[src/logic/transpose_pkg.sv]
/* sizes and payload types for the 4x4 transpose path, square matrices only
   slot 0 of a vec_t is the first element received and sits in the low byte */
package transpose_pkg;

    localparam int elem_w = 8;
    localparam int dim    = 4;    // rows == columns
    localparam int idx_w  = 2;    // row or column index
    localparam int sum_w  = 10;   // 4 * 255 fits

    typedef logic [elem_w-1:0] elem_t;

    // one row going in, or one column coming out
    typedef struct packed {
        elem_t e3;
        elem_t e2;
        elem_t e1;
        elem_t e0;   // first element received
    } vec_t;

    // buffer to consumer
    typedef struct packed {
        vec_t             data;
        logic [idx_w-1:0] idx;    // column number within the matrix
        logic             last;   // column dim-1
    } col_beat_t;

    // consumer to outside
    typedef struct packed {
        vec_t             data;
        logic [sum_w-1:0] sum;
        logic             last;
    } result_t;

    // pick slot i of a row or column
    function automatic elem_t elem_at(vec_t v, logic [idx_w-1:0] i);
        elem_t e;
        case (i)
            2'd0:    e = v.e0;
            2'd1:    e = v.e1;
            2'd2:    e = v.e2;
            default: e = v.e3;
        endcase
        return e;
    endfunction

endpackage
[src/logic/transpose_top.sv]
/* strobed elements in, transposed columns with sums out
   fixed latency, no handshake, matrix framing starts at reset */
module transpose_top (
    input  logic                   clk,
    input  logic                   rst_n,
    input  logic                   elem_valid,
    input  transpose_pkg::elem_t   elem_data,
    output logic                   out_valid,
    output transpose_pkg::result_t out
);

    import transpose_pkg::*;

    logic      row_valid;
    vec_t      row;
    logic      col_valid;
    col_beat_t col;

    // elements to rows
    row_assembler u_row_assembler (
        .clk        (clk),
        .rst_n      (rst_n),
        .elem_valid (elem_valid),
        .elem_data  (elem_data),
        .row_valid  (row_valid),
        .row        (row)
    );

    // rows to columns
    transpose_buffer u_transpose_buffer (
        .clk       (clk),
        .rst_n     (rst_n),
        .row_valid (row_valid),
        .row       (row),
        .col_valid (col_valid),
        .col       (col)
    );

    // columns plus sums
    column_reducer u_column_reducer (
        .clk       (clk),
        .rst_n     (rst_n),
        .col_valid (col_valid),
        .col       (col),
        .out_valid (out_valid),
        .out       (out)
    );

endmodule

[src/logic/column_reducer.sv]
/* registers each column with its zero-extended element sum
   one cycle of latency, no stall input */
module column_reducer (
    input  logic                     clk,
    input  logic                     rst_n,
    input  logic                     col_valid,
    input  transpose_pkg::col_beat_t col,
    output logic                     out_valid,
    output transpose_pkg::result_t   out
);

    import transpose_pkg::*;

    logic [sum_w-1:0] col_sum;
    vec_t             data_q;
    logic [sum_w-1:0] sum_q;
    logic             last_q;

    // zero extend before adding, sum_w is wide enough for dim elements
    assign col_sum = sum_w'(col.data.e0)
                   + sum_w'(col.data.e1)
                   + sum_w'(col.data.e2)
                   + sum_w'(col.data.e3);

    always_ff @(posedge clk or negedge rst_n) begin
        if (!rst_n) begin
            out_valid <= 1'b0;
            last_q    <= 1'b0;
        end else begin
            out_valid <= col_valid;
            last_q    <= col_valid && col.last;   // only with a live beat
        end
    end

    always_ff @(posedge clk) begin
        if (col_valid) begin
            data_q <= col.data;
            sum_q  <= col_sum;
        end
    end

    assign out = '{data: data_q, sum: sum_q, last: last_q};

    a_last_framed: assert property (@(posedge clk) disable iff (!rst_n)
        out.last |-> out_valid)
        else $error("out.last set without out_valid");

endmodule

[src/logic/transpose_buffer.sv]
/* ping-pong store of two dim x dim matrices, written by rows, read by columns
   a read-out takes dim cycles and must end before the other bank fills */
module transpose_buffer (
    input  logic                     clk,
    input  logic                     rst_n,
    input  logic                     row_valid,
    input  transpose_pkg::vec_t      row,
    output logic                     col_valid,
    output transpose_pkg::col_beat_t col
);

    import transpose_pkg::*;

    vec_t bank [2][dim];   // [bank][row]

    // write side
    logic [idx_w-1:0] wr_row;
    logic             wr_bank;
    logic             swap;

    // read side
    logic             rd_active;
    logic             rd_bank;
    logic [idx_w-1:0] rd_col;
    logic             rd_end;
    vec_t             rd_vec;

    assign swap   = row_valid && (wr_row == idx_w'(dim-1));
    assign rd_end = (rd_col == idx_w'(dim-1));

    always_ff @(posedge clk or negedge rst_n) begin
        if (!rst_n) begin
            wr_row  <= '0;
            wr_bank <= 1'b0;
        end else if (row_valid) begin
            wr_row <= swap ? '0 : wr_row + 1'b1;
            if (swap) begin
                wr_bank <= ~wr_bank;   // last row in, hand bank to read side
            end
        end
    end

    always_ff @(posedge clk) begin
        if (row_valid) begin
            bank[wr_bank][wr_row] <= row;
        end
    end

    // column rd_col is slot rd_col of every stored row
    always_comb begin
        rd_vec.e0 = elem_at(bank[rd_bank][0], rd_col);
        rd_vec.e1 = elem_at(bank[rd_bank][1], rd_col);
        rd_vec.e2 = elem_at(bank[rd_bank][2], rd_col);
        rd_vec.e3 = elem_at(bank[rd_bank][3], rd_col);
    end

    always_ff @(posedge clk or negedge rst_n) begin
        if (!rst_n) begin
            rd_active <= 1'b0;
            rd_bank   <= 1'b0;
            rd_col    <= '0;
            col_valid <= 1'b0;
        end else begin
            col_valid <= rd_active;
            if (swap) begin
                rd_active <= 1'b1;
                rd_bank   <= wr_bank;   // the bank that just filled
                rd_col    <= '0;
            end else if (rd_active) begin
                rd_col <= rd_col + 1'b1;
                if (rd_end) begin
                    rd_active <= 1'b0;
                end
            end
        end
    end

    always_ff @(posedge clk) begin
        if (rd_active) begin
            col <= '{data: rd_vec, idx: rd_col, last: rd_end};
        end
    end

    // next matrix must not complete while this one is still draining
    a_no_swap_in_read: assert property (@(posedge clk) disable iff (!rst_n)
        swap |-> !rd_active)
        else $error("bank swap while a read-out is still active");

    a_col_burst: assert property (@(posedge clk) disable iff (!rst_n)
        $rose(col_valid) |-> col_valid [*dim] ##1 !col_valid)
        else $error("col_valid burst is not exactly dim cycles long");

endmodule

[src/logic/row_assembler.sv]
/* row boundaries come from the slot counter only, which starts at reset
   at most one element per cycle, no back-pressure on row_valid */
module row_assembler (
    input  logic                 clk,
    input  logic                 rst_n,
    input  logic                 elem_valid,
    input  transpose_pkg::elem_t elem_data,
    output logic                 row_valid,
    output transpose_pkg::vec_t  row
);

    import transpose_pkg::*;

    logic [idx_w-1:0] slot;       // elements already in row_sr
    vec_t             row_sr;     // partial row
    vec_t             row_next;
    logic             row_done;

    // new element enters at e3 and moves down,
    // so after dim shifts the first one lands in e0
    assign row_next = {elem_data, row_sr[dim*elem_w-1:elem_w]};
    assign row_done = elem_valid && (slot == idx_w'(dim-1));

    always_ff @(posedge clk or negedge rst_n) begin
        if (!rst_n) begin
            slot      <= '0;
            row_valid <= 1'b0;
        end else begin
            row_valid <= row_done;   // one cycle pulse
            if (elem_valid) begin
                slot <= row_done ? '0 : slot + 1'b1;
            end
        end
    end

    always_ff @(posedge clk) begin
        if (elem_valid) begin
            row_sr <= row_next;
        end
        // held until the next row completes, so stable under row_valid
        if (row_done) begin
            row <= row_next;
        end
    end

    a_row_pulse: assert property (@(posedge clk) disable iff (!rst_n)
        row_valid |=> !row_valid)
        else $error("row_valid high for two cycles in a row");

endmodule

[config.mk]
export PLATFORM = sky130hd
export DESIGN_NAME = transpose_top
export DESIGN_NICKNAME = d
export VERILOG_FILES = /design/src/logic/transpose_pkg.sv /design/src/logic/transpose_top.sv /design/src/logic/column_reducer.sv /design/src/logic/transpose_buffer.sv /design/src/logic/row_assembler.sv
export SDC_FILE = /design/constraint.sdc
export NUM_CORES = 1
export LEC_CHECK = 0
export BUFFER_PORTS_ARGS = -buffer_cell sky130_fd_sc_hd__clkbuf_2
export CORE_ASPECT_RATIO = 1.2
export CORE_MARGIN = 2
export CORE_UTILIZATION = 44
export DETAILED_ROUTE_END_ITERATION = 7
export PLACE_DENSITY = 0.68
export SYNTH_ARGS = -nofsm -noshare
export SYNTH_HDL_FRONTEND = slang
export SYNTH_HIERARCHICAL = 1
export SYNTH_SLANG_ARGS = --single-unit
[constraint.sdc]
create_clock -name clk -period 2.8 [get_ports clk]
set_input_delay 0.14 -clock clk [delete_from_list [all_inputs] [get_ports clk]]
set_output_delay 0.14 -clock clk [all_outputs]
set_load 0.005 [all_outputs]
==> key figures <==
Timing
  • Final hold vios: 0
  • Final TNS setup: -168 ps
  • Worst slew pin tran: 983 ps
  • Crit path time final: 2890 ps
  • RSZ-0062 raised after global routing: true
  • Fin. max-slew vios: 0
  • Crit share post-route: 103%
  • Fin worst setup slack: -94.4 ps
  • Max-slew headroom: 34.5%
  • Clock Skews: 15.4 ps
  • Final setup vio count: 3
  • Max Fclk: 345 MHz

Routing
  • Routed WL: 27800 um
  • DR iter-0 viols: 490
  • DRC Markers: 0
  • ANT nets after route: 0
  • DR WL/cell: 20.4 um
  • Total iterations of the first detailed-routing run: 4
  • Via-to-Cell Ratio: ~5.3
  • Via count: 7204

Finish
  • Fin nets: 925
  • # fillers: between 2000 and 3000
  • Synth-to-Final Area Change: 15.7%
  • Layout cell share with drive strength beyond 1: 26.4%
  • Diodes inserted: 0
  • Final Cell Area: 17500 um^2

Synth
  • Post-Syn Area: 15100 um^2
  • Synthesis Warnings: 6
  • Syn Nets: about 820
  • Count of mapped cells out of synthesis: 774
  • Mean Syn Cell Area: about 20 um^2

Floorplan
  • Row cnt: 74
  • Initial Util: between 40% and 50%
  • IO Count: 55
  • Die ar.: ~36000 um^2
  • Core area: 34000 um^2
  • Die X: 173 um
  • Die height: 207 um

Placement
  • Routability cong.: about 0.73
  • Port bufs: 54
  • Dpl hpwl: roughly 16000 um
  • DP Area: 16100 um^2

Run status
  • Violated checks: setup timing
  • Status: finished with violations

Critical path
  • Critical path launch point type: register
  • Crit-path max FO: 2
  • Max stage delay on crit path: 530 ps
  • Worst EP arrival: 3170 ps
  • Slowest-stage cell, CP: fa_1
  • Crit Path Class: reg2reg
  • CP Cell Sequence: inv_2 > fa_1 > inv_1 > fa_1 > ha_2 > inv_2 > fa_2 > nor2b_2 > o21ai_2 > a21oi_2 > nor3b_2 > xnor2_1
  • Worst Path Required: 3080 ps
  • Critical path capture point type: register

Global route
  • Largest net degree at the start of global routing: 65
  • First-pass GRT wire length: 43000 um
  • Total track usage: 15.7%
  • Vias in the first global route: 7251
  • Initial antenna violation count: 0
  • Grt total ovfl: 0

Power and ir drop
  • Lkg Pwr: 0.00583 uW
  • VDD IR-drop max: 567 uV
  • P per Cell Area: approximately 1100 nW/um^2

Clock network
  • Total CTS buffers: 38
  • Clock Latency Late Sink: 530 ps
  • Root Driver: clkbuf_16
  • CTS max path bufs: 3
  • Reg clk slew, reported paths: roughly 60 ps
  • TritonCTS clock tree: built
  • # clock sinks: 400
  • H-tree depth: 2

Hold path
  • Hold Crit Class: in2async

Flow run
  • Max capacitance violation total: 0
[path summary, 6_finish.rpt]
| kind | slack (ps) | cells after the start | end | from |
|---|---|---|---|---|
| min in group clk | 280 | 2 | u_row_assembler/row_next[12]$_DFFE_PP_ | elem_valid |
| max in group asynchronous | 2480 | 2 | u_transpose_buffer/col_valid$_DFF_PN0_ | rst_n |
| min reg2reg | 410 | 0 | u_row_assembler/row[7]$_DFFE_PP_ | u_row_assembler/row_next[7]$_DFFE_PP_ |
| max | -90 | 12 | u_column_reducer/sum_q[7]$_DFFE_PP_ | u_transpose_buffer/col[4]$_DFFE_PP_ |
| max reg2reg | -90 | 12 | u_column_reducer/sum_q[7]$_DFFE_PP_ | u_transpose_buffer/col[4]$_DFFE_PP_ |
| min | 50 | 2 | u_column_reducer/last_q$_DFF_PN0_ | rst_n |
[layout by cell type, fill, tap and decap left out, drive strengths merged, types with 13 or more instances in the layout]
cell type	n
a211oi	32
a21oi	39
a221oi	32
a22o	32
a22oi	32
buf	42
clkbuf	104
dfrtp	13
edfxtp	387
fa	16
ha	18
inv	52
mux2i	33
[critical path: cells and delay by family, from the launching register on]
kind / cells / cell delay (ps)
adders and majority gates: 4 / 1560
DFF: 1 / 360
AOI/OAI and AO/OA: 2 / 260
and+or+nand+nor: 2 / 210
buffers and inverters: 3 / 140
xor gates and xnor gates: 1 / 130
[sequential cells by signal (all words and copies together) (netlist names), 2 cells and up]
signal	count
u_row_assembler/slot	2
u_row_assembler/row	32
u_transpose_buffer/col	33
u_transpose_buffer/rd_col	2
u_column_reducer/sum_q	10
u_row_assembler/row_next	24
u_column_reducer/out	32
u_transpose_buffer/bank	256
u_transpose_buffer/wr_row	2
[per-layer routing]
layer  up-vias  routed length [um]  track usage, %
met5         -                   0               0
met4         0                 601            5.49
met3        43                1180            2.77
met2       166               14200            27.2
met1      3716               11900            20.0
li1       3279                   -               -
[power breakdown]
| part | total (uW) | internal [uW] | switching (uW) |
|---|---|---|---|
| logic | 6370 | 2790 | 3580 |
| registers | 8400 | 7880 | 515 |
| clock network | 5110 | 3040 | 2070 |
| total | 19900 | 13700 | 6170 |
[per-stage QoR]
step / std cells / hold slack [ps] / power, uW / setup WS, ps / utilization (%)
final: 1363 / 46.0 / 19900 / -94.4 / 51.5
after global routing: 1363 / 78.4 / 20900 / -225 / 51.5
after CTS: 1358 / 40.8 / 19900 / -176 / 51.3
after detailed placement: 1281 / 68.6 / 14700 / -197 / 47.3
after global placement: 1281 / 60.0 / 14500 / -139 / 47.3
after floorplan: 774 / -156 / 12700 / 3.48 / -
[layout make-up]
| type | instances | area, um^2 | share of cell area (%) |
|---|---|---|---|
| Sequential cell | 400 | 11900 | 68.3 |
| Multi-Input combinational cell | 283 | 2790 | 15.9 |
| Clock buffer | 50 | 1060 | 6.06 |
| Timing Repair Buffer | 105 | 738 | 4.22 |
| Tap cell | 456 | 571 | 3.26 |
| Inverter | 52 | 195 | 1.12 |
| Clock inverter | 17 | 194 | 1.11 |
[timing repair]
action / in CTS / in global routing
setup endpoints to repair: 5 / 5
pin swaps: 14 / 6
setup buffers: 2 / 7
hold endpoints to repair: 29 / 0
hold buffers: 9 / 0
resized for setup: 11 / 5
No activity file was read; power rests on OpenSTA's default activity.
